<file path="src/core_defines.svh">
`ifndef CORE_DEFINES_SVH
`define CORE_DEFINES_SVH

// Data path and address width
`define XLEN 32

// Architectural integer registers, x0 included
`define REG_COUNT 32

// Depth of the internal data RAM in 32-bit words
`define RAM_WORDS 64

// Stores at or above this byte address leave through the MMIO write port
`define MMIO_BASE 32'h400

`endif

</file>
<file path="src/rv_isa_pkg.sv">
`default_nettype none

package rv_isa_pkg;

    // Major opcodes of the supported RV32I subset
    typedef enum logic [6:0] {
        OPC_LOAD   = 7'b0000011,
        OPC_OP_IMM = 7'b0010011,
        OPC_STORE  = 7'b0100011,
        OPC_OP     = 7'b0110011
    } opcode_t;

    localparam logic [2:0] F3_ADD_SUB = 3'b000;
    localparam logic [2:0] F3_WORD    = 3'b010;
    localparam logic [6:0] F7_ADD     = 7'b0000000;
    localparam logic [6:0] F7_SUB     = 7'b0100000;

    typedef struct packed {
        logic [6:0] funct7;
        logic [4:0] rs2;
        logic [4:0] rs1;
        logic [2:0] funct3;
        logic [4:0] rd;
        logic [6:0] opcode;
    } r_format_t;

    // I and S share imm_hi; the low five bits sit where rs2 (I) or rd (S) would be
    typedef struct packed {
        logic [6:0] imm_hi;
        logic [4:0] imm_lo_i;
        logic [4:0] rs1;
        logic [2:0] funct3;
        logic [4:0] imm_lo_s;
        logic [6:0] opcode;
    } is_format_t;

    typedef union packed {
        logic [31:0] raw;
        r_format_t   r_fmt;
        is_format_t  is_fmt;
    } instr_word_u;

endpackage

`default_nettype wire

</file>
<file path="src/pipe_pkg.sv">
`default_nettype none

`include "core_defines.svh"

package pipe_pkg;

    typedef logic [$clog2(`REG_COUNT)-1:0] reg_idx_t;

    typedef enum logic [2:0] {
        OP_ADD,
        OP_SUB,
        OP_ADDI,
        OP_LOAD,
        OP_STORE
    } alu_op_t;

    // Decode to execute, immediate already sign extended
    typedef struct packed {
        logic             valid;
        alu_op_t          op;
        reg_idx_t         rd;
        reg_idx_t         rs1;
        reg_idx_t         rs2;
        logic [`XLEN-1:0] imm;
    } decoded_t;

    // Execute to memory; result doubles as the address of loads and stores
    typedef struct packed {
        logic             valid;
        logic             is_load;
        logic             is_store;
        reg_idx_t         rd;
        logic [`XLEN-1:0] result;
        logic [`XLEN-1:0] store_data;
    } mem_req_t;

    typedef struct packed {
        logic             enable;
        reg_idx_t         rd;
        logic [`XLEN-1:0] value;
    } reg_write_t;

endpackage

`default_nettype wire

</file>
<file path="src/pipe_ifs.sv">
`timescale 1ns/1ps
`default_nettype none

`include "core_defines.svh"

// Results still in flight in the memory and writeback stages
interface fwd_if;
    logic               m_valid;
    logic               m_is_load;
    pipe_pkg::reg_idx_t m_rd;
    logic [`XLEN-1:0]   m_value;
    logic               w_valid;
    pipe_pkg::reg_idx_t w_rd;
    logic [`XLEN-1:0]   w_value;

    modport producer (
        output m_valid, m_is_load, m_rd, m_value,
        output w_valid, w_rd, w_value
    );

    modport consumer (
        input m_valid, m_is_load, m_rd, m_value,
        input w_valid, w_rd, w_value
    );
endinterface

`default_nettype wire

</file>
<file path="src/decode_stage.sv">
`timescale 1ns/1ps
`default_nettype none

`include "core_defines.svh"

module decode_stage (
    input  logic                 clock,
    input  logic                 reset,
    input  logic                 instr_valid,
    input  logic [`XLEN-1:0]     instr_bits,
    input  logic                 stall,
    input  pipe_pkg::reg_write_t reg_write,
    output pipe_pkg::decoded_t   decoded,
    output logic [`XLEN-1:0]     rs1_value,
    output logic [`XLEN-1:0]     rs2_value
);
    rv_isa_pkg::instr_word_u word;
    pipe_pkg::decoded_t      decoded_next;
    logic                    known;
    logic [`XLEN-1:0]        imm_i;
    logic [`XLEN-1:0]        imm_s;
    logic [`XLEN-1:0]        regs [`REG_COUNT];

    // ==================================================
    // Instruction decode
    // ==================================================
    always_comb begin
        word.raw = instr_bits;
        imm_i = {{(`XLEN-12){word.is_fmt.imm_hi[6]}}, word.is_fmt.imm_hi, word.is_fmt.imm_lo_i};
        imm_s = {{(`XLEN-12){word.is_fmt.imm_hi[6]}}, word.is_fmt.imm_hi, word.is_fmt.imm_lo_s};

        known = 1'b0;
        decoded_next = '0;
        decoded_next.rd  = word.r_fmt.rd;
        decoded_next.rs1 = word.r_fmt.rs1;
        decoded_next.rs2 = word.r_fmt.rs2;

        case (rv_isa_pkg::opcode_t'(word.r_fmt.opcode))
            rv_isa_pkg::OPC_OP: begin
                known = (word.r_fmt.funct3 == rv_isa_pkg::F3_ADD_SUB) &&
                        (word.r_fmt.funct7 == rv_isa_pkg::F7_ADD ||
                         word.r_fmt.funct7 == rv_isa_pkg::F7_SUB);
                decoded_next.op = (word.r_fmt.funct7 == rv_isa_pkg::F7_SUB) ?
                                  pipe_pkg::OP_SUB : pipe_pkg::OP_ADD;
            end
            rv_isa_pkg::OPC_OP_IMM: begin
                known = (word.is_fmt.funct3 == rv_isa_pkg::F3_ADD_SUB);
                decoded_next.op  = pipe_pkg::OP_ADDI;
                decoded_next.imm = imm_i;
            end
            rv_isa_pkg::OPC_LOAD: begin
                known = (word.is_fmt.funct3 == rv_isa_pkg::F3_WORD);
                decoded_next.op  = pipe_pkg::OP_LOAD;
                decoded_next.imm = imm_i;
            end
            rv_isa_pkg::OPC_STORE: begin
                known = (word.is_fmt.funct3 == rv_isa_pkg::F3_WORD);
                decoded_next.op  = pipe_pkg::OP_STORE;
                decoded_next.imm = imm_s;
                // The rd field carries immediate bits, so nothing is written back
                decoded_next.rd  = '0;
            end
            default: known = 1'b0;
        endcase

        // Unknown encodings travel on as bubbles
        decoded_next.valid = instr_valid && known;
    end

    // A held stage keeps its word; otherwise take the new one or a bubble
    always_ff @(posedge clock) begin
        if (reset) begin
            decoded.valid <= 1'b0;
        end else if (!stall) begin
            decoded <= decoded_next;
        end
    end

    // ==================================================
    // Register file
    // ==================================================
    always_ff @(posedge clock) begin
        if (reg_write.enable) begin
            regs[reg_write.rd] <= reg_write.value;
        end
    end

    // Write-first read, so the retiring result is seen in the same cycle
    function automatic logic [`XLEN-1:0] read_reg(input pipe_pkg::reg_idx_t idx);
        if (idx == '0) begin
            return '0;
        end
        if (reg_write.enable && reg_write.rd == idx) begin
            return reg_write.value;
        end
        return regs[idx];
    endfunction

    always_comb begin
        rs1_value = read_reg(decoded.rs1);
        rs2_value = read_reg(decoded.rs2);
    end

    x0_never_written: assert property (@(posedge clock) disable iff (reset)
        reg_write.enable |-> reg_write.rd != '0)
        else $error("register x0 written with %h", reg_write.value);

endmodule

`default_nettype wire

</file>
<file path="src/execute_stage.sv">
`timescale 1ns/1ps
`default_nettype none

`include "core_defines.svh"

module execute_stage (
    input  logic               clock,
    input  logic               reset,
    input  pipe_pkg::decoded_t decoded,
    input  logic [`XLEN-1:0]   rs1_value,
    input  logic [`XLEN-1:0]   rs2_value,
    input  logic               frontend_stall,
    input  logic               backend_stall,
    fwd_if.consumer            fwd,
    output pipe_pkg::mem_req_t mem_req,
    output logic               load_use_hazard
);
    pipe_pkg::decoded_t ex_q;
    logic [`XLEN-1:0]   rs1_q;
    logic [`XLEN-1:0]   rs2_q;
    logic [`XLEN-1:0]   op_a;
    logic [`XLEN-1:0]   op_b;
    logic               uses_rs2;
    logic [`XLEN-1:0]   result;

    // Youngest producer wins; rd of zero never forwards
    function automatic logic [`XLEN-1:0] resolve_operand(
        input pipe_pkg::reg_idx_t rs,
        input logic [`XLEN-1:0]   captured
    );
        if (fwd.m_valid && fwd.m_rd != '0 && fwd.m_rd == rs) begin
            return fwd.m_value;
        end
        if (fwd.w_valid && fwd.w_rd != '0 && fwd.w_rd == rs) begin
            return fwd.w_value;
        end
        return captured;
    endfunction

    always_ff @(posedge clock) begin
        if (reset) begin
            ex_q.valid <= 1'b0;
        end else if (!frontend_stall) begin
            ex_q  <= decoded;
            rs1_q <= rs1_value;
            rs2_q <= rs2_value;
        end else begin
            // While held, the writeback entry retires and would drop out of reach
            rs1_q <= op_a;
            rs2_q <= op_b;
        end
    end

    // ==================================================
    // Operands and hazard
    // ==================================================
    always_comb begin
        op_a = resolve_operand(ex_q.rs1, rs1_q);
        op_b = resolve_operand(ex_q.rs2, rs2_q);
        uses_rs2 = ex_q.op inside {pipe_pkg::OP_ADD, pipe_pkg::OP_SUB, pipe_pkg::OP_STORE};

        // Load data only shows up once the load reaches writeback
        load_use_hazard = ex_q.valid && fwd.m_valid && fwd.m_is_load && fwd.m_rd != '0 &&
                          (fwd.m_rd == ex_q.rs1 || (uses_rs2 && fwd.m_rd == ex_q.rs2));
    end

    // ==================================================
    // ALU
    // ==================================================
    always_comb begin
        case (ex_q.op)
            pipe_pkg::OP_ADD: result = op_a + op_b;
            pipe_pkg::OP_SUB: result = op_a - op_b;
            default:          result = op_a + ex_q.imm;
        endcase

        mem_req.valid      = ex_q.valid && !(load_use_hazard && !backend_stall);
        mem_req.is_load    = (ex_q.op == pipe_pkg::OP_LOAD);
        mem_req.is_store   = (ex_q.op == pipe_pkg::OP_STORE);
        mem_req.rd         = ex_q.rd;
        mem_req.result     = result;
        mem_req.store_data = op_b;
    end

    // The inserted bubble clears the load from memory, so one cycle is enough
    single_cycle_load_use: assert property (@(posedge clock) disable iff (reset)
        load_use_hazard && !backend_stall |=> !load_use_hazard)
        else $error("load-use stall held for more than one cycle");

endmodule

`default_nettype wire

</file>
<file path="src/memory_stage.sv">
`timescale 1ns/1ps
`default_nettype none

`include "core_defines.svh"

module memory_stage (
    input  logic                 clock,
    input  logic                 reset,
    input  pipe_pkg::mem_req_t   mem_req,
    input  logic                 backend_stall,
    fwd_if.producer              fwd,
    output pipe_pkg::reg_write_t reg_write,
    output logic                 mmio_valid,
    output logic [`XLEN-1:0]     mmio_addr,
    output logic [`XLEN-1:0]     mmio_data
);
    localparam int RAM_AW = $clog2(`RAM_WORDS);

    pipe_pkg::mem_req_t mem_q;
    logic [`XLEN-1:0]   ram [`RAM_WORDS];
    logic [`XLEN-1:0]   ram_rdata;
    logic [RAM_AW-1:0]  ram_index;
    logic               is_mmio;
    logic               ram_write;
    logic               wb_valid;
    logic               wb_is_load;
    pipe_pkg::reg_idx_t wb_rd;
    logic [`XLEN-1:0]   wb_result;

    always_ff @(posedge clock) begin
        if (reset) begin
            mem_q.valid <= 1'b0;
        end else if (!backend_stall) begin
            mem_q <= mem_req;
        end
    end

    assign is_mmio   = (mem_q.result >= `MMIO_BASE);
    assign ram_index = mem_q.result[RAM_AW+1:2];
    assign ram_write = mem_q.valid && mem_q.is_store && !is_mmio;

    // Synchronous read, the data lines up with the writeback register
    always_ff @(posedge clock) begin
        if (ram_write) begin
            ram[ram_index] <= mem_q.store_data;
        end
        if (!backend_stall) begin
            ram_rdata <= ram[ram_index];
        end
    end

    assign mmio_valid = mem_q.valid && mem_q.is_store && is_mmio;
    assign mmio_addr  = mem_q.result;
    assign mmio_data  = mem_q.store_data;

    // ==================================================
    // Writeback
    // ==================================================
    always_ff @(posedge clock) begin
        if (reset) begin
            wb_valid <= 1'b0;
        end else if (!backend_stall) begin
            wb_valid   <= mem_q.valid && !mem_q.is_store && mem_q.rd != '0;
            wb_is_load <= mem_q.is_load;
            wb_rd      <= mem_q.rd;
            wb_result  <= mem_q.result;
        end
    end

    always_comb begin
        reg_write.enable = wb_valid;
        reg_write.rd     = wb_rd;
        reg_write.value  = wb_is_load ? ram_rdata : wb_result;
    end

    assign fwd.m_valid   = mem_q.valid && !mem_q.is_store;
    assign fwd.m_is_load = mem_q.is_load;
    assign fwd.m_rd      = mem_q.rd;
    assign fwd.m_value   = mem_q.result;
    assign fwd.w_valid   = wb_valid;
    assign fwd.w_rd      = wb_rd;
    assign fwd.w_value   = reg_write.value;

    mmio_held_steady: assert property (@(posedge clock) disable iff (reset)
        backend_stall |=> mmio_valid && $stable(mmio_addr) && $stable(mmio_data))
        else $error("MMIO request changed while waiting for ready");

    ram_access_in_range: assert property (@(posedge clock) disable iff (reset)
        mem_q.valid && (mem_q.is_load || ram_write) |-> mem_q.result[`XLEN-1:2] < `RAM_WORDS)
        else $error("RAM access at %h outside the data RAM", mem_q.result);

endmodule

`default_nettype wire

</file>
<file path="src/core_top.sv">
`timescale 1ns/1ps
`default_nettype none

`include "core_defines.svh"

module core_top (
    input  logic             clock,
    input  logic             reset,
    input  logic             instr_valid,
    output logic             instr_ready,
    input  logic [`XLEN-1:0] instr_bits,
    output logic             mmio_valid,
    input  logic             mmio_ready,
    output logic [`XLEN-1:0] mmio_addr,
    output logic [`XLEN-1:0] mmio_data
);
    pipe_pkg::decoded_t   decoded;
    pipe_pkg::mem_req_t   mem_req;
    pipe_pkg::reg_write_t reg_write;
    logic [`XLEN-1:0]     rs1_value;
    logic [`XLEN-1:0]     rs2_value;
    logic                 load_use_hazard;
    logic                 backend_stall;
    logic                 frontend_stall;

    fwd_if fwd ();

    // A pending MMIO write freezes everything behind it as well
    assign backend_stall  = mmio_valid && !mmio_ready;
    assign frontend_stall = backend_stall || load_use_hazard;
    assign instr_ready    = !frontend_stall;

    decode_stage u_decode (
        .clock       (clock),
        .reset       (reset),
        .instr_valid (instr_valid),
        .instr_bits  (instr_bits),
        .stall       (frontend_stall),
        .reg_write   (reg_write),
        .decoded     (decoded),
        .rs1_value   (rs1_value),
        .rs2_value   (rs2_value)
    );

    execute_stage u_execute (
        .clock           (clock),
        .reset           (reset),
        .decoded         (decoded),
        .rs1_value       (rs1_value),
        .rs2_value       (rs2_value),
        .frontend_stall  (frontend_stall),
        .backend_stall   (backend_stall),
        .fwd             (fwd.consumer),
        .mem_req         (mem_req),
        .load_use_hazard (load_use_hazard)
    );

    memory_stage u_memory (
        .clock         (clock),
        .reset         (reset),
        .mem_req       (mem_req),
        .backend_stall (backend_stall),
        .fwd           (fwd.producer),
        .reg_write     (reg_write),
        .mmio_valid    (mmio_valid),
        .mmio_addr     (mmio_addr),
        .mmio_data     (mmio_data)
    );

endmodule

`default_nettype wire

</file>
<file path="config.mk">
export PLATFORM = sky130hd
export DESIGN_NAME = core_top
export DESIGN_NICKNAME = d
export VERILOG_FILES = /design/src/rv_isa_pkg.sv /design/src/pipe_pkg.sv /design/src/pipe_ifs.sv /design/src/decode_stage.sv /design/src/execute_stage.sv /design/src/memory_stage.sv /design/src/core_top.sv
export VERILOG_INCLUDE_DIRS = /design/src
export SDC_FILE = /design/constraint.sdc
export NUM_CORES = 2
export LEC_CHECK = 0
export BUFFER_PORTS_ARGS = -buffer_cell sky130_fd_sc_hd__buf_2
export CAP_MARGIN = 15
export CORE_UTILIZATION = 40
export DETAILED_ROUTE_END_ITERATION = 8
export GPL_ROUTABILITY_DRIVEN = 0
export PLACE_DENSITY = 0.65
export SLEW_MARGIN = 10
export SYNTH_ARGS = -nofsm -noshare
export SYNTH_HDL_FRONTEND = slang
export SYNTH_SLANG_ARGS = --single-unit
</file>
<file path="constraint.sdc">
create_clock -name clock -period 8.2 [get_ports clock]
set_input_delay 0.41 -clock clock [delete_from_list [all_inputs] [get_ports clock]]
set_output_delay 0.41 -clock clock [all_outputs]
set_load 0.05 [all_outputs]
</file>
; ---- After elaboration in Yosys (flattened, before gate mapping)
; Memories as Yosys holds them, arrays and structs flattened. A register that Yosys moved wholly into a read port is not among the register bits.
; Cells that the tools add are included.
[op_classes]
addsub = 3
magnitude_cmp = 1
n_eq_ne = 15
muxes = 42
n_bitwise = 3
reduce_logical = 44
[op_table]
columns = op, count
row1 = 2-to-1 mux 32 bit, 19
row2 = case mux 32 bit (2 select lines), 2
row3 = adder 32 bit, 2
row4 = greater-or-equal comparator 32 x 11 -> 1 bit (second input constant), 1
row5 = subtractor 32 bit, 1
row6 = equality test 5 bit, 6
row7 = logical AND 1 bit, 22
row8 = equality test 7 x 6 -> 1 bit (second input constant), 3
row9 = 2-to-1 mux 1 bit, 17
row10 = case mux 3 bit (4 select lines), 1
row11 = logical NOT 5 bit, 2
row12 = 2-to-1 mux 5 bit, 2
row13 = nonzero test 5 bit, 2
row14 = equality test 7 x 2 -> 1 bit (second input constant), 1
row15 = equality test 7 x 5 -> 1 bit (second input constant), 1
row16 = logical NOT 1 bit, 7
row17 = logical NOT 7 bit, 1
row18 = equality test 3 x 2 -> 1 bit (second input constant), 2
row19 = logical NOT 3 bit, 2
row20 = AND reduction 2 bit, 2
row21 = OR reduction 2 bit, 2
row22 = equality test 3 x 1 -> 1 bit (second input constant), 1
row23 = equality test 3 bit (second input constant), 1
row24 = logical OR 1 bit, 3
row25 = 3 further kinds, 5
[word_totals]
reg_bits = 277
ram_bits = 3072
inputBits = 36
mem_count = 2
[mem_list]
columns = memory, depth, word_bits, rd, rd_clocked_by_memory_dff, wr, line
row1 = u_memory.ram, 64, 32, 1, 1, 1, memory_stage.sv:20  ; logic [`XLEN-1:0] ram [`RAM_WORDS];
row2 = u_decode.regs, 32, 32, 2, 2, 1, decode_stage.sv:22  ; logic [`XLEN-1:0] regs [`REG_COUNT];

; ---- Longest topological paths before layout
[logic_depth]
depth_word = 10
mapped_depth = 28
mapped_depth_nobuf = 24

; ---- Modules after synthesis
; From an unflattened synthesis, not the netlist that was laid out.
[hier_totals]
cells_unflattened = 8342
area_unflattened_um2 = 143858.0
[by_module_without_submodules]
columns = module, n_inst, cells_each, area_each_um2
row1 = memory_stage, 1, 4632, 84780.1
row2 = decode_stage, 1, 2691, 49711.4
row3 = execute_stage, 1, 1016, 9342.7
row4 = core_top, 1, 3, 23.8

; ---- Worst setup path after synthesis
; OpenSTA, ideal clock, no wires.
[synth_timing]
path_kind = reg-to-reg
startpoint = register u_memory.mem_q (netlist bit u_memory.fwd.m_value[19])
endpoint = register u_decode.decoded[0] (netlist name)
setup_time_ns = 0.448
t_arrival_ns = 8.116
t_required_ns = 7.752
path_slack_ns = -0.364
stages_incl_launch_ff = 9
n_path_buf = 1
synth_period_minus_slack_ns = 8.564
cell_sequence = edfxtp_1 nor4_1 nand4_1 nor2_1 nor3_1 nor2_1 nand2_1 inv_1 clkbuf_1
[synth_between]
elab_chain_cells = 6
[synth_rtl]
columns = item, line
row1 = from (decl), memory_stage.sv:19  ; pipe_pkg::mem_req_t mem_q;
row2 = from (signal assigned), memory_stage.sv:34  ; mem_q <= mem_req;
row3 = greater-or-equal comparator 32 x 11 -> 1 bit (no source line), n/a
row4 = logical AND 1 bit, memory_stage.sv:52  ; assign mmio_valid = mem_q.valid && mem_q.is_store && is_mmio;
row5 = logical AND 1 bit, core_top.sv:29  ; assign backend_stall = mmio_valid && !mmio_ready;
row6 = logical OR 1 bit, core_top.sv:30  ; assign frontend_stall = backend_stall || load_use_hazard;
row7 = NOT 1 bit (no source line), n/a
row8 = AND reduction 2 bit (no source line), n/a
; Every way passes these cells.
; A chain may end at the register's enable or synchronous reset.

==> impl_metrics.toml <==
[status]
outcome = "finished, final reports clean"

[synthesis]
synthCells = 7403
synth_seq_area_share = 0.7332
synth.most_common_cell = "edfxtp_1"
synth_edf_count = 3337
netlist_area_mm2 = 0.1371
synth_fp_nets = 7478
synth_warnings = 0
synth_commonest_cells = "edfxtp_1, mux4_2, a22oi_1"
yosysTopAreaCell = "edfxtp_1"
ys_types = 87
synthTopCellsByArea = "edfxtp_1, mux4_2, a22oi_1"
ys_ff_latch = 3351
synthArstFlopShare = 0
synth-main-ff-cell = "edfxtp_1"
syn_area_per_cell_um2 = 18.51
synth_top_area_share = 0.7312

[critical_path]
critical_path_required_ns = 8.78
worstPathMaxFanout = 21
reg2reg_slack_ns = 0.72
critPathKind = "reg2reg"
end_kind = "flop"
cp.arrival_ns = 8.06
cp-start-kind = "flop"

[finish]
drive_above_1_share = 0.2232
final_nets = 7644
ff_latch_area_mm2 = 0.1005
fillCellCount = 28360
area_delta_synth_final_pct = 13.09
multiInputGateArea_mm2 = 0.03489
fin_util = 0.4554

[route]
routed-via-count = 79760
drtIter0Drc = 12620
firstDrtPassIters = 9
drc = 0
routed_wirelength_um = 431600
wl_per_cell_um = 34.87
drtAntennaViolNets = 0
routed_via_density = 6.442

[cts]
h-tree-depth = 5
clk_latency_ns = 0.91
numCtsBuffers = 339
root_buffer = "clkbuf_16"
cts_tree = "built"
clockBufferDepth = 4
clk_pin_slew_ns = 0.06
cts_setup_buffers = 0
numClockSinks = 3351

[die]
die_y_um = 587.3
row_count = 214
ioPinCount = 102
die-area_mm2 = 0.3450
core_mm2 = 0.3403
chipWidth_um = 587.3
initial_core_util = 0.4027

[power]
seqPwrFrac = 0.475
p_clk_frac = 0.356
p_leak_nw = 47.61
vdd_drop_max_mv = 0.1621
internal_power_mw = 30.41
power_switching_mw = 11.91
p_comb_frac = 0.169
netSwitchingFraction = 0.2814
powerDensity_mw_per_mm2 = 273.0

[timing]
finalMaxSlewViolations = 0
tightest_slew_ns = 1.405
setup_viol = 0
timing.setup.tns_ns = 0
worst_hold_slack_ns = 0.04900
min_period_ns = 7.480
finalCritPeriodShare = 0.9122
rsz0062_at_grt = "no"
hold_viol = 0
max_clock_freq_mhz = 133.7
slew-limit-headroom = 0.06333
clock_skew_ns = 0.08951

[global_route]
antenna_found_initial = 20
grt_usage = 0.2438
overflow = 0
grt_pass1_wl_um = 599800
grt_max_degree = 150
first_global_vias = 77560

[placement]
port_buffers = 101
hpwl_um = 240500

[min_path]
hp-class = "in2reg"

[run]
cap_violations = 0
==> final cells by class <==
class / count / area share
Clock inverter: 180 / 0.009817
Clock buffer: 427 / 0.05865
Multi-Input combinational cell: 3441 / 0.2251
Antenna cell: 9 / 0.0001453
Sequential cell: 3351 / 0.6486
Inverter: 41 / 0.0009930
Tap cell: 4536 / 0.03662
Timing Repair Buffer: 395 / 0.02010
==> state kept, by name (all words and copies together) (netlist names), 2 cells and up, named ones only <==
name / cells
u_decode.regs: 1024
u_execute.ex_q: 26
u_memory.fwd.m_rd: 5
u_execute.mem_req: 5
u_memory.ram_rdata: 32
u_memory.wb_result: 32
u_execute.rs2_q: 32
u_decode.decoded: 31
u_memory.mmio_data: 32
u_memory.fwd.w_rd: 5
u_memory.mem_q: 2
u_memory.ram: 2048
u_execute.rs1_q: 32
u_memory.fwd.m_value: 32
==> per-stage QoR <==
stage / instance area [um2] / cells / power, mW / setup slack [ns]
floorplan: 137100 / 7403 / 24.20 / 1.557
global placement: 144100 / 11740 / 27.34 / 1.025
detailed placement: 144100 / 11740 / 27.43 / 0.9596
CTS: 155000 / 12370 / 42.25 / 0.9193
global route: 155000 / 12370 / 43.24 / 0.4656
finish: 155000 / 12380 / 42.31 / 0.7198
==> worst max-delay path: stages (launching register included) <==
cell      delay (ns)
edfxtp_1        0.60
or3_1           0.71
o311ai_4        0.32
buf_4           0.31
nor2_2          0.06
buf_4           0.23
nor2_1          0.14
nor3_1          0.06
a21oi_1         0.34
ha_1            0.28
o311a_1         0.25
nand3_1         0.18
nor4_2          0.74
a21oi_1         0.19
xnor2_1         0.18
o21ai_0         0.12
ha_1            0.41
a21o_1          0.18
a21o_1          0.17
a21oi_1         0.15
nand2_1         0.08
a31oi_1         0.40
o311a_1         0.33
o21ai_0         0.12
a211o_1         0.31
xnor3_1         0.35
==> power by group through the flow <==
stage,clock [mW],combinational (mW),sequential [mW]
final,15.1,7.15,20.1
after global placement,0,6.88,20.5
after CTS,15.1,7.01,20.1
after global routing,15.8,7.36,20.1
after detailed placement,0,6.97,20.5
after floorplan,0,3.86,20.3
==> layout by cell type (no fill, tap or decap), types with 51 or more instances in the layout <==
cell       count
mux2i_1      144
buf_2        101
mux2_2       104
nor2_1       154
a22o_1       140
o21ai_0      166
a31oi_1       92
edfxtp_1    3337
a221oi_1     176
clkinv_2      51
mux4_2       653
clkinv_1      83
nand2_1      210
clkbuf_1      75
nor2_4       100
a22oi_1      629
a21oi_1      217
buf_4        241
nand4_1      113
clkbuf_16    352
==> timing repair <==
| action | in CTS | in global routing |
|---|---|---|
| gates resized for setup | 0 | 0 |
| hold endpoints to repair | 43 | 0 |
| hold buffers | 26 | 0 |
==> layer usage <==
metal,share of wire,GRT usage
met3,0.11,0.04912
met4,0.057,0.1205
met5,0.000093,0
met1,0.36,0.3181
met2,0.47,0.3904
==> cell families (layout without fill, tap and decap cells) <==
family | Yosys count | in the layout | synth area share
mux | 901 | 901 | 0.1264
xor+xnor | 93 | 93 | 0.006044
fa+ha+maj | 39 | 39 | 0.003615
flops | 3351 | 3351 | 0.7332
buf+inv | 611 | 1043 | 0.01871
simple gates | 800 | 800 | 0.02795
compound gates | 1608 | 1608 | 0.08410
other cells | 0 | 9 | 0
==> final timing paths <==
path,depth (start not counted),start,to
worst max-delay path,25,u_memory.fwd.w_rd[2]$_DFFE_PP_,u_memory.fwd.m_value[31]$_DFFE_PP_
worst min-delay path,4,instr_bits[13],u_decode.decoded[50]$_SDFFE_PP0P_
worst min register to register,0,u_decode.decoded[9]$_DFFE_PP_,u_execute.ex_q[9]$_DFFE_PP_
worst max register to register,25,u_memory.fwd.w_rd[2]$_DFFE_PP_,u_memory.fwd.m_value[31]$_DFFE_PP_
(Power assumes the default switching activity.)
